--- src/hdl/cpu_config.svh ---
`ifndef CPU_CONFIG_SVH
`define CPU_CONFIG_SVH

// Datapath sizing for the decode/execute/result pipeline

// Data words, addresses and the PC all share this width
`define DATA_W 32

// Index into the register file
`define REG_ADDR_W 5

// Architectural registers, register 0 reads as zero
`define NUM_REGS 32

// Fixed-length MIPS-style encoding
`define INSTR_W 32

// Field positions inside an instruction word are fixed by the ISA
// and are sliced directly in the decode stage:
//   [31:26] opcode
//   [25:21] rs
//   [20:16] rt
//   [15:11] rd
//   [15:0]  immediate
//   [25:0]  jump index
//   [5:0]   function code

`endif

--- src/hdl/pipe_pkg.sv ---
`include "cpu_config.svh"

package pipe_pkg;

    // One data word, also used for addresses and PC
    typedef logic [`DATA_W-1:0] word_t;

    // Register file index
    typedef logic [`REG_ADDR_W-1:0] reg_addr_t;

    // Operation selected for the single-cycle ALU
    typedef enum logic [2:0] {
        ALU_ADD    = 3'd0,
        ALU_SUB    = 3'd1,
        ALU_AND    = 3'd2,
        ALU_OR     = 3'd3,
        ALU_SLT    = 3'd4, // Signed less-than, result 0 or 1
        ALU_MUL    = 3'd5, // Low half of product
        ALU_PASS_B = 3'd6  // Second operand straight through
    } alu_op_t;

endpackage

--- src/hdl/isa_pkg.sv ---
package isa_pkg;

    // Primary opcode, instruction bits 31:26
    typedef enum logic [5:0] {
        OP_RTYPE = 6'h00, // Function code selects operation
        OP_J     = 6'h02, // Absolute jump inside 256 MB region
        OP_BEQ   = 6'h04,
        OP_ADDI  = 6'h08, // Sign-extended immediate
        OP_ORI   = 6'h0d, // Zero-extended immediate
        OP_LDW   = 6'h23,
        OP_LDB   = 6'h24, // Byte load, zero-extended
        OP_STB   = 6'h28,
        OP_STW   = 6'h2b
    } opcode_t;

    // R-type function code, bits 5:0
    typedef enum logic [5:0] {
        FN_MUL = 6'h18, // Low 32 bits of product
        FN_ADD = 6'h20,
        FN_SUB = 6'h22,
        FN_AND = 6'h24,
        FN_OR  = 6'h25,
        FN_SLT = 6'h2a  // Signed compare
    } funct_t;

    // Raw immediate, bits 15:0
    typedef logic [15:0] imm16_t;

    // Word index of a jump, bits 25:0
    typedef logic [25:0] jump_index_t;

endpackage

--- src/hdl/stage_if.sv ---
// Decode to execute bundle, qualified by ex_valid for one cycle
interface decode_exec_if import pipe_pkg::*; ();
    logic      ex_valid;
    word_t     pc;
    word_t     operand_a;  // rs data
    word_t     operand_b;  // rt data
    word_t     imm;        // Already extended
    reg_addr_t dest_reg;
    alu_op_t   alu_op;
    logic      alu_src;    // 1 selects imm over operand_b
    logic      reg_write;
    logic      mem_to_reg;
    logic      mem_write;
    logic      mem_read;
    logic      byte_word;  // 1 word, 0 byte
    logic      branch;

    modport source (output ex_valid, pc, operand_a, operand_b, imm, dest_reg, alu_op,
                    alu_src, reg_write, mem_to_reg, mem_write, mem_read, byte_word, branch);
    modport sink   (input ex_valid, pc, operand_a, operand_b, imm, dest_reg, alu_op,
                    alu_src, reg_write, mem_to_reg, mem_write, mem_read, byte_word, branch);
endinterface

// Execute to result bundle
interface exec_result_if import pipe_pkg::*; ();
    logic       wb_pending;  // Register write due this cycle
    reg_addr_t  dest_reg;
    word_t      alu_result;
    logic       mem_to_reg;  // Take load data instead of ALU result
    logic       byte_word;   // 1 word, 0 byte
    logic [1:0] load_offset; // Byte lane of the load address

    modport source (output wb_pending, dest_reg, alu_result, mem_to_reg, byte_word,
                    load_offset);
    modport sink   (input wb_pending, dest_reg, alu_result, mem_to_reg, byte_word,
                    load_offset);
endinterface

--- src/hdl/control_unit.sv ---
module control_unit import isa_pkg::*, pipe_pkg::*; (
    input  logic    clk,
    input  logic    reset,
    input  logic    stall,      // Bubble request, also covers no valid instruction
    input  opcode_t opcode,
    input  funct_t  funct,
    output logic    reg_write,
    output logic    mem_to_reg,
    output logic    mem_write,
    output logic    mem_read,
    output logic    byte_word,  // 1 word, 0 byte
    output logic    branch,
    output logic    alu_src,
    output alu_op_t alu_op
);

    // Outputs are flops, so this is the decode register for control
    always_ff @(posedge clk) begin
        // Bubble unless a known opcode overrides below
        reg_write  <= 1'b0;
        mem_to_reg <= 1'b0;
        mem_write  <= 1'b0;
        mem_read   <= 1'b0;
        byte_word  <= 1'b0;
        branch     <= 1'b0;
        alu_src    <= 1'b0;
        alu_op     <= ALU_ADD;
        if (!(reset || stall)) begin
            case (opcode)
                OP_RTYPE: begin
                    case (funct)
                        FN_ADD: begin reg_write <= 1'b1; alu_op <= ALU_ADD; end
                        FN_SUB: begin reg_write <= 1'b1; alu_op <= ALU_SUB; end
                        FN_AND: begin reg_write <= 1'b1; alu_op <= ALU_AND; end
                        FN_OR:  begin reg_write <= 1'b1; alu_op <= ALU_OR;  end
                        FN_SLT: begin reg_write <= 1'b1; alu_op <= ALU_SLT; end
                        FN_MUL: begin reg_write <= 1'b1; alu_op <= ALU_MUL; end
                        default: ; // Unknown function stays a bubble
                    endcase
                end
                OP_ADDI: begin
                    reg_write <= 1'b1;
                    alu_src   <= 1'b1;
                    alu_op    <= ALU_ADD;
                end
                OP_ORI: begin
                    reg_write <= 1'b1;
                    alu_src   <= 1'b1;
                    alu_op    <= ALU_OR;
                end
                OP_LDW, OP_LDB: begin
                    reg_write  <= 1'b1;
                    mem_to_reg <= 1'b1;
                    mem_read   <= 1'b1;
                    alu_src    <= 1'b1;
                    byte_word  <= (opcode == OP_LDW);
                end
                OP_STW, OP_STB: begin
                    mem_write <= 1'b1;
                    alu_op    <= ALU_PASS_B; // Store data through ALU, address on own adder
                    byte_word <= (opcode == OP_STW);
                end
                OP_BEQ: begin
                    branch <= 1'b1;
                    alu_op <= ALU_SUB;
                end
                default: ; // J resolved in decode, nothing to carry
            endcase
        end
    end

endmodule

--- src/hdl/register_file.sv ---
`include "cpu_config.svh"

module register_file import pipe_pkg::*; (
    input  logic      clk,
    input  logic      reset,
    input  reg_addr_t rd_addr_a,
    input  reg_addr_t rd_addr_b,
    output word_t     rd_data_a,
    output word_t     rd_data_b,
    input  logic      wr_en,
    input  reg_addr_t wr_addr,
    input  word_t     wr_data
);

    word_t regs [`NUM_REGS];

    always_ff @(posedge clk) begin
        if (reset) begin
            for (int i = 0; i < `NUM_REGS; i++) begin
                regs[i] <= '0;
            end
        end else if (wr_en && (wr_addr != '0)) begin // r0 never written
            regs[wr_addr] <= wr_data;
        end
    end

    // Write-first, a read of the register being written sees the new value
    assign rd_data_a = (rd_addr_a == '0) ? '0 :
                       (wr_en && (wr_addr == rd_addr_a)) ? wr_data : regs[rd_addr_a];
    assign rd_data_b = (rd_addr_b == '0) ? '0 :
                       (wr_en && (wr_addr == rd_addr_b)) ? wr_data : regs[rd_addr_b];

endmodule

--- src/hdl/decode_stage.sv ---
`include "cpu_config.svh"

module decode_stage import isa_pkg::*, pipe_pkg::*; (
    input  logic                clk,
    input  logic                reset,
    input  logic                instr_valid,
    input  logic                stall,
    input  word_t               pc,
    input  logic [`INSTR_W-1:0] instruction,
    output logic                jump_taken,
    output word_t               jump_target,
    output reg_addr_t           rd_addr_a,
    output reg_addr_t           rd_addr_b,
    input  word_t               rd_data_a,
    input  word_t               rd_data_b,
    decode_exec_if.source       dx
);

    opcode_t     opcode;
    funct_t      funct;
    reg_addr_t   rt_field;
    reg_addr_t   rd_field;
    imm16_t      imm16;
    jump_index_t jump_index;
    word_t       imm_ext;
    reg_addr_t   dest_sel;
    logic        accept;

    // Field split
    assign opcode     = opcode_t'(instruction[31:26]);
    assign funct      = funct_t'(instruction[5:0]);
    assign rt_field   = instruction[20:16];
    assign rd_field   = instruction[15:11];
    assign imm16      = instruction[15:0];
    assign jump_index = instruction[25:0];

    assign accept = instr_valid && !stall; // Instruction moves into decode register

    // Register file read addresses straight from the instruction
    assign rd_addr_a = instruction[25:21]; // rs
    assign rd_addr_b = rt_field;

    // Jump resolves here, fetch redirects in the same cycle
    assign jump_taken  = accept && (opcode == OP_J);
    assign jump_target = {pc[`DATA_W-1:`DATA_W-4], jump_index, 2'b00};

    // ORI is the only zero-extended immediate
    assign imm_ext = (opcode == OP_ORI) ? {{(`DATA_W-16){1'b0}}, imm16}
                                        : {{(`DATA_W-16){imm16[15]}}, imm16};

    // R-type writes rd, I-type writes rt
    assign dest_sel = (opcode == OP_RTYPE) ? rd_field : rt_field;

    always_ff @(posedge clk) begin
        if (reset) begin
            dx.ex_valid <= 1'b0;
        end else begin
            dx.ex_valid <= accept; // Stall loads a bubble
        end
    end

    // Payload, only meaningful while ex_valid is high
    always_ff @(posedge clk) begin
        if (accept) begin
            dx.pc        <= pc;
            dx.operand_a <= rd_data_a;
            dx.operand_b <= rd_data_b;
            dx.imm       <= imm_ext;
            dx.dest_reg  <= dest_sel;
        end
    end

    // Control strobes registered in step with the payload
    control_unit u_control (
        .clk        (clk),
        .reset      (reset),
        .stall      (!accept), // Stall or empty slot gives a bubble
        .opcode     (opcode),
        .funct      (funct),
        .reg_write  (dx.reg_write),
        .mem_to_reg (dx.mem_to_reg),
        .mem_write  (dx.mem_write),
        .mem_read   (dx.mem_read),
        .byte_word  (dx.byte_word),
        .branch     (dx.branch),
        .alu_src    (dx.alu_src),
        .alu_op     (dx.alu_op)
    );

endmodule

--- src/hdl/execute_stage.sv ---
module execute_stage import pipe_pkg::*; (
    input  logic          clk,
    input  logic          reset,
    decode_exec_if.sink   dx,
    exec_result_if.source xr,
    output logic          mem_read,
    output logic          mem_write,
    output logic          mem_byte,  // Byte access when high
    output word_t         mem_addr,
    output word_t         mem_wdata,
    output logic          branch_taken,
    output word_t         branch_target
);

    word_t alu_b;
    word_t alu_out;
    word_t addr;
    word_t store_data;
    logic  operands_equal;

    assign alu_b = dx.alu_src ? dx.imm : dx.operand_b;

    always_comb begin
        case (dx.alu_op)
            ALU_ADD:    alu_out = dx.operand_a + alu_b;
            ALU_SUB:    alu_out = dx.operand_a - alu_b;
            ALU_AND:    alu_out = dx.operand_a & alu_b;
            ALU_OR:     alu_out = dx.operand_a | alu_b;
            ALU_SLT:    alu_out = word_t'($signed(dx.operand_a) < $signed(alu_b));
            ALU_MUL:    alu_out = dx.operand_a * alu_b; // Truncated to low word
            ALU_PASS_B: alu_out = alu_b;
            default:    alu_out = '0;
        endcase
    end

    // Separate address adder, base plus offset
    assign addr = dx.operand_a + dx.imm;

    // STB puts only the low byte on the bus
    assign store_data = dx.byte_word ? alu_out : word_t'(alu_out[7:0]);

    assign operands_equal = (dx.operand_a == dx.operand_b);

    // Strobes, cleared by reset
    always_ff @(posedge clk) begin
        if (reset) begin
            xr.wb_pending <= 1'b0;
            mem_read      <= 1'b0;
            mem_write     <= 1'b0;
            mem_byte      <= 1'b0;
            branch_taken  <= 1'b0;
        end else begin
            xr.wb_pending <= dx.ex_valid && dx.reg_write;
            mem_read      <= dx.ex_valid && dx.mem_read;
            mem_write     <= dx.ex_valid && dx.mem_write;
            mem_byte      <= dx.ex_valid && (dx.mem_read || dx.mem_write) && !dx.byte_word;
            branch_taken  <= dx.ex_valid && dx.branch && operands_equal;
        end
    end

    // Payload
    always_ff @(posedge clk) begin
        xr.dest_reg    <= dx.dest_reg;
        xr.alu_result  <= alu_out;
        xr.mem_to_reg  <= dx.mem_to_reg;
        xr.byte_word   <= dx.byte_word;
        xr.load_offset <= addr[1:0];
        mem_addr       <= addr;
        mem_wdata      <= store_data;
        branch_target  <= dx.pc + word_t'(4) + (dx.imm << 2); // pc+4 plus word offset
    end

endmodule

--- src/hdl/result_stage.sv ---
`include "cpu_config.svh"

module result_stage import pipe_pkg::*; (
    exec_result_if.sink xr,
    input  word_t       mem_rdata,   // Answered in the same cycle as the request
    output logic        wr_en,
    output reg_addr_t   wr_addr,
    output word_t       wr_data
);

    logic [7:0] load_byte;
    word_t      load_data;

    // Little-endian byte lane pick
    assign load_byte = mem_rdata[8*xr.load_offset +: 8];

    // LDW full word, LDB zero-extended byte
    assign load_data = xr.byte_word ? mem_rdata
                                    : {{(`DATA_W-8){1'b0}}, load_byte};

    assign wr_data = xr.mem_to_reg ? load_data : xr.alu_result;
    assign wr_addr = xr.dest_reg;
    assign wr_en   = xr.wb_pending && (xr.dest_reg != '0); // Drop writes to r0

endmodule

--- src/hdl/pipeline_top.sv ---
`include "cpu_config.svh"

module pipeline_top import pipe_pkg::*; (
    input  logic                clk,
    input  logic                reset,
    input  logic                instr_valid,
    input  logic                stall,
    input  word_t               pc,
    input  logic [`INSTR_W-1:0] instruction,
    input  word_t               mem_rdata,
    output logic                jump_taken,    // Combinational, same cycle
    output word_t               jump_target,
    output logic                branch_taken,  // One cycle after acceptance
    output word_t               branch_target,
    output logic                mem_read,
    output logic                mem_write,
    output logic                mem_byte,
    output word_t               mem_addr,
    output word_t               mem_wdata,
    output logic                wb_valid,
    output reg_addr_t           wb_reg,
    output word_t               wb_data
);

    reg_addr_t rd_addr_a;
    reg_addr_t rd_addr_b;
    word_t     rd_data_a;
    word_t     rd_data_b;

    decode_exec_if dx_if ();
    exec_result_if xr_if ();

    decode_stage u_decode (
        .clk         (clk),
        .reset       (reset),
        .instr_valid (instr_valid),
        .stall       (stall),
        .pc          (pc),
        .instruction (instruction),
        .jump_taken  (jump_taken),
        .jump_target (jump_target),
        .rd_addr_a   (rd_addr_a),
        .rd_addr_b   (rd_addr_b),
        .rd_data_a   (rd_data_a),
        .rd_data_b   (rd_data_b),
        .dx          (dx_if)
    );

    // Write port fed by the result stage, report mirrors it
    register_file u_regs (
        .clk       (clk),
        .reset     (reset),
        .rd_addr_a (rd_addr_a),
        .rd_addr_b (rd_addr_b),
        .rd_data_a (rd_data_a),
        .rd_data_b (rd_data_b),
        .wr_en     (wb_valid),
        .wr_addr   (wb_reg),
        .wr_data   (wb_data)
    );

    execute_stage u_execute (
        .clk           (clk),
        .reset         (reset),
        .dx            (dx_if),
        .xr            (xr_if),
        .mem_read      (mem_read),
        .mem_write     (mem_write),
        .mem_byte      (mem_byte),
        .mem_addr      (mem_addr),
        .mem_wdata     (mem_wdata),
        .branch_taken  (branch_taken),
        .branch_target (branch_target)
    );

    result_stage u_result (
        .xr        (xr_if),
        .mem_rdata (mem_rdata),
        .wr_en     (wb_valid),
        .wr_addr   (wb_reg),
        .wr_data   (wb_data)
    );

endmodule

--- config.mk ---
export PLATFORM = sky130hd
export DESIGN_NAME = pipeline_top
export DESIGN_NICKNAME = d
export VERILOG_FILES = /design/src/hdl/pipe_pkg.sv /design/src/hdl/isa_pkg.sv /design/src/hdl/stage_if.sv /design/src/hdl/control_unit.sv /design/src/hdl/register_file.sv /design/src/hdl/decode_stage.sv /design/src/hdl/execute_stage.sv /design/src/hdl/result_stage.sv /design/src/hdl/pipeline_top.sv
export VERILOG_INCLUDE_DIRS = /design/src /design/src/hdl
export SDC_FILE = /design/constraint.sdc
export NUM_CORES = 2
export LEC_CHECK = 0
export ABC_CLOCK_PERIOD_IN_PS = 16100
export BUFFER_PORTS_ARGS = -buffer_cell sky130_fd_sc_hd__buf_2
export CORE_MARGIN = 5
export CORE_UTILIZATION = 25
export DETAILED_ROUTE_END_ITERATION = 10
export HOLD_SLACK_MARGIN = 0.1
export SYNTH_ARGS = -nofsm -noshare
export SYNTH_HDL_FRONTEND = slang
export SYNTH_SLANG_ARGS = --single-unit
--- constraint.sdc ---
create_clock -name clk -period 16.1 [get_ports clk]
set_input_delay 2.415 -clock clk [delete_from_list [all_inputs] [get_ports clk]]
set_output_delay 2.415 -clock clk [all_outputs]
set_load 0.05 [all_outputs]
==> metrics.json <==
{
  "routing": {
    "wl_per_cell_um": 29.8,
    "vias_per_cell": 5.35,
    "detail_route.drc_violations": 0,
    "route.final.wire_length_um": 347000,
    "drt-initial-drc-count": 8537,
    "via_count": 62230,
    "drt_pass1_iterations": 8,
    "antenna_violating_nets_post_route": 0
  },
  "place": {
    "portBuffers": 268,
    "detailed_place_hpwl_um": 234000,
    "placed_area_mm2": 0.0907,
    "gp_congestion": 0.946
  },
  "logic_synthesis": {
    "gate_count_after_technology_mapping": 7047,
    "postSynth.asyncResetShare_pct": 0,
    "synth.top_cell.area_share_pct": 40.8,
    "synth_warnings": 0,
    "synth.largest_area_cell": "edfxtp_1",
    "syn_area_mm2": 0.0840,
    "synth_top_flop_cell": "edfxtp_1",
    "syn-mean-instance-area_um2": 11.9,
    "synth.yosys.seq_area_share_pct": 44.2,
    "netlist_top_cells_count": "nor2_1, edfxtp_1, mux4_2",
    "post-synth-top-count-cell": "nor2_1",
    "synthesized_flop_and_latch_total": 1284,
    "synth.distinct_cells": 85,
    "post_synth_main_area_contributors": "edfxtp_1, mux4_2, fa_1, nor2_1, ha_1",
    "synth_enable_flop_cells": 1142
  },
  "cts": {
    "cts_tree": "done",
    "htree_num_levels": 4,
    "path_clk_slew_ns": 0.08,
    "cts_max_path_buffers": 4,
    "postCtsResizedCells": 0,
    "clock-sinks": 1284,
    "number_of_clock_buffers_inserted_by_tritoncts": 155,
    "post-cts-setup-buffer-count": 0,
    "holdBufCountCts": 0,
    "cts_root_buf": "clkbuf_16",
    "clock_insertion_delay_worst_skew_ns": 0.85
  },
  "die": {
    "floorplan.initialDensity_pct": 25.2,
    "design.die.area_mm2": 0.348,
    "chipHeight_um": 590,
    "coreArea_mm2": 0.334,
    "die_x_um": 590,
    "pin_count": 271,
    "rows": 212
  },
  "sta": {
    "rsz0062_at_grt": "false",
    "post_route_fraction_of_the_period_consumed_by_the_critical_path_pct": 55.4,
    "final.hold.worst_slack_ns": 0.330,
    "skew_ns": 0.101,
    "timing.final.hold_violations": 0,
    "tns_ns": 0,
    "pin_slew_with_the_least_headroom_to_its_limit_ns": 1.55,
    "rel_slew_slack_pct": -3.97,
    "final-max-slew-violation-count": 5,
    "timing.final.crit_period_ns": 8.91,
    "setup_viol": 0,
    "timing.fmax_mhz": 112
  },
  "cells_and_area": {
    "largest_register_ffs": 1024,
    "postLayoutCoreUtil_pct": 28.6,
    "post-route-cell-area_mm2": 0.0956,
    "layout-drive-gt1-share_pct": 19.5,
    "regMostFlops": "u_regs.regs",
    "areaGrowthSynthToFinish_pct": 13.8,
    "num-nets-final": 7948
  },
  "power_and_ir_drop": {
    "max-vdd-ir-drop_mv": 0.460,
    "power_density_normalized_to_cell_area_mw_per_mm2": 199,
    "leakage_nw": 37.0,
    "overall_power_after_layout_mw": 19.0
  },
  "worst_setup_path": {
    "worstSetupEndpointType": "register",
    "largest_stage_delay_worst_path_ns": 0.87,
    "crit_path_frequent_cell": "fa_1",
    "cp.required_ns": 16.77,
    "crit_arrival_ns": 9.58,
    "timing.critical_path.max_delay_family": "adder cells",
    "cp_max_fo": 19,
    "crit_path_start_kind": "register",
    "critical_path_class": "reg2reg",
    "critical_path.slowest_cell": "mux2i_4",
    "critPathBufInv": 4
  },
  "global_routing": {
    "grt_util_all_layers_pct": 19.3,
    "antenna_found_initial": 28,
    "grt_first_pass_wirelength_um": 483000,
    "grt_pass1_vias": 63194,
    "grt_total_ovfl": 0,
    "grt_max_degree": 127
  },
  "worst_hold_path": {
    "holdCritPathClass": "reg2reg"
  },
  "run_status": {
    "status": "complete, but fails checks",
    "violations": "max-capacitance violations, max-slew violations"
  },
  "job": {
    "drv_cap": 2
  }
}
==> placed cells by master (no fill, tap or decap), drive strengths merged, types with 35 or more instances in the layout <==
cell type and count:
ha 307, buf 459, a211oi 109, nor2b 78, edfxtp 1142, o21ai 147, clkbuf 191, inv 563
nand2b 69, mux2i 118, mux4 554, dfxtp 142, clkinv 55, nor2 1492, a21oi 217, xnor2 135
mux2 39, xor2 67, nand2 364, nand3 35, fa 412, o22ai 69
==> kinds of logic (layout without fill, tap and decap cells) <==
family	after synthesis	count (layout)	share of synthesized area [%]
other	1	47	0.00446
AOI/OAI and AO/OA	818	818	6.47
xor gates and xnor gates	203	203	2.13
DFF	1284	1284	44.2
buffers and inverters	1127	1285	5.30
and+or+nand+nor	2184	2184	10.7
muxes	711	711	16.8
adders and majority gates	719	719	14.4
==> area by class of cell <==
cell class / instances / area, um^2
antenna: 13 / 32.5
clock buffer: 191 / 4070
clock inverter: 75 / 752
fill: 33951 / 238000
inverter: 560 / 2110
multi-input combinational: 4669 / 43100
sequential: 1284 / 37100
tap: 4387 / 5490
timing repair buffer: 459 / 2870
==> through the flow <==
| step | setup WS [ns] | std cells |
|---|---|---|
| 2_1_floorplan | 8.35 | 7080 |
| 3_3_place_gp | 7.40 | 11359 |
| 3_5_place_dp | 7.38 | 11359 |
| 4_1_cts | 7.35 | 11625 |
| 5_1_grt | 6.97 | 11629 |
| 6_report | 7.19 | 11638 |
==> power breakdown <==
part	internal [mW]	switching (mW)
Clock	2.00	1.46
Sequential	3.81	0.130
Combinational	4.28	7.32
==> worst reg2reg max path, cell delays in order (launching register included) <==
cell and delay [ns]:
dfxtp_1 0.32, buf_4 0.39, mux2i_4 0.89, inv_1 0.30, ha_1 0.40, fa_1 0.57, inv_1 0.05, fa_1 0.47
fa_1 0.54, inv_1 0.06, fa_1 0.40, fa_1 0.48, fa_1 0.59, fa_1 0.43, fa_1 0.48, ha_1 0.41
nand3_1 0.10, nor2_1 0.09, o21ai_0 0.10, a211oi_1 0.36, nor3_1 0.09, o21ai_0 0.50, xor2_1 0.16, a22oi_1 0.20
o21ai_0 0.21, and2_1 0.22
==> path summary, 6_finish.rpt <==
check	slack, ns	depth (start not counted)	start	endpoint
setup / recovery	7.19	25	u_decode.u_control.alu_src	u_execute.mem_wdata[27]
hold / removal	0.33	0	u_decode.dx.pc[0]	u_execute.branch_target[0]
setup reg to reg	7.19	25	u_decode.u_control.alu_src	u_execute.mem_wdata[27]
hold reg to reg	0.33	0	u_decode.dx.pc[0]	u_execute.branch_target[0]
==> layer usage <==
layer	vias up	part of all wire (%)	GRT usage, %
met3	871	11	4.97
li1	25114	-	-
met1	32037	37	24.6
met4	6	5.7	9.45
met2	4202	46	30.6
met5	-	0.012	0
(Power assumes the default switching activity.)
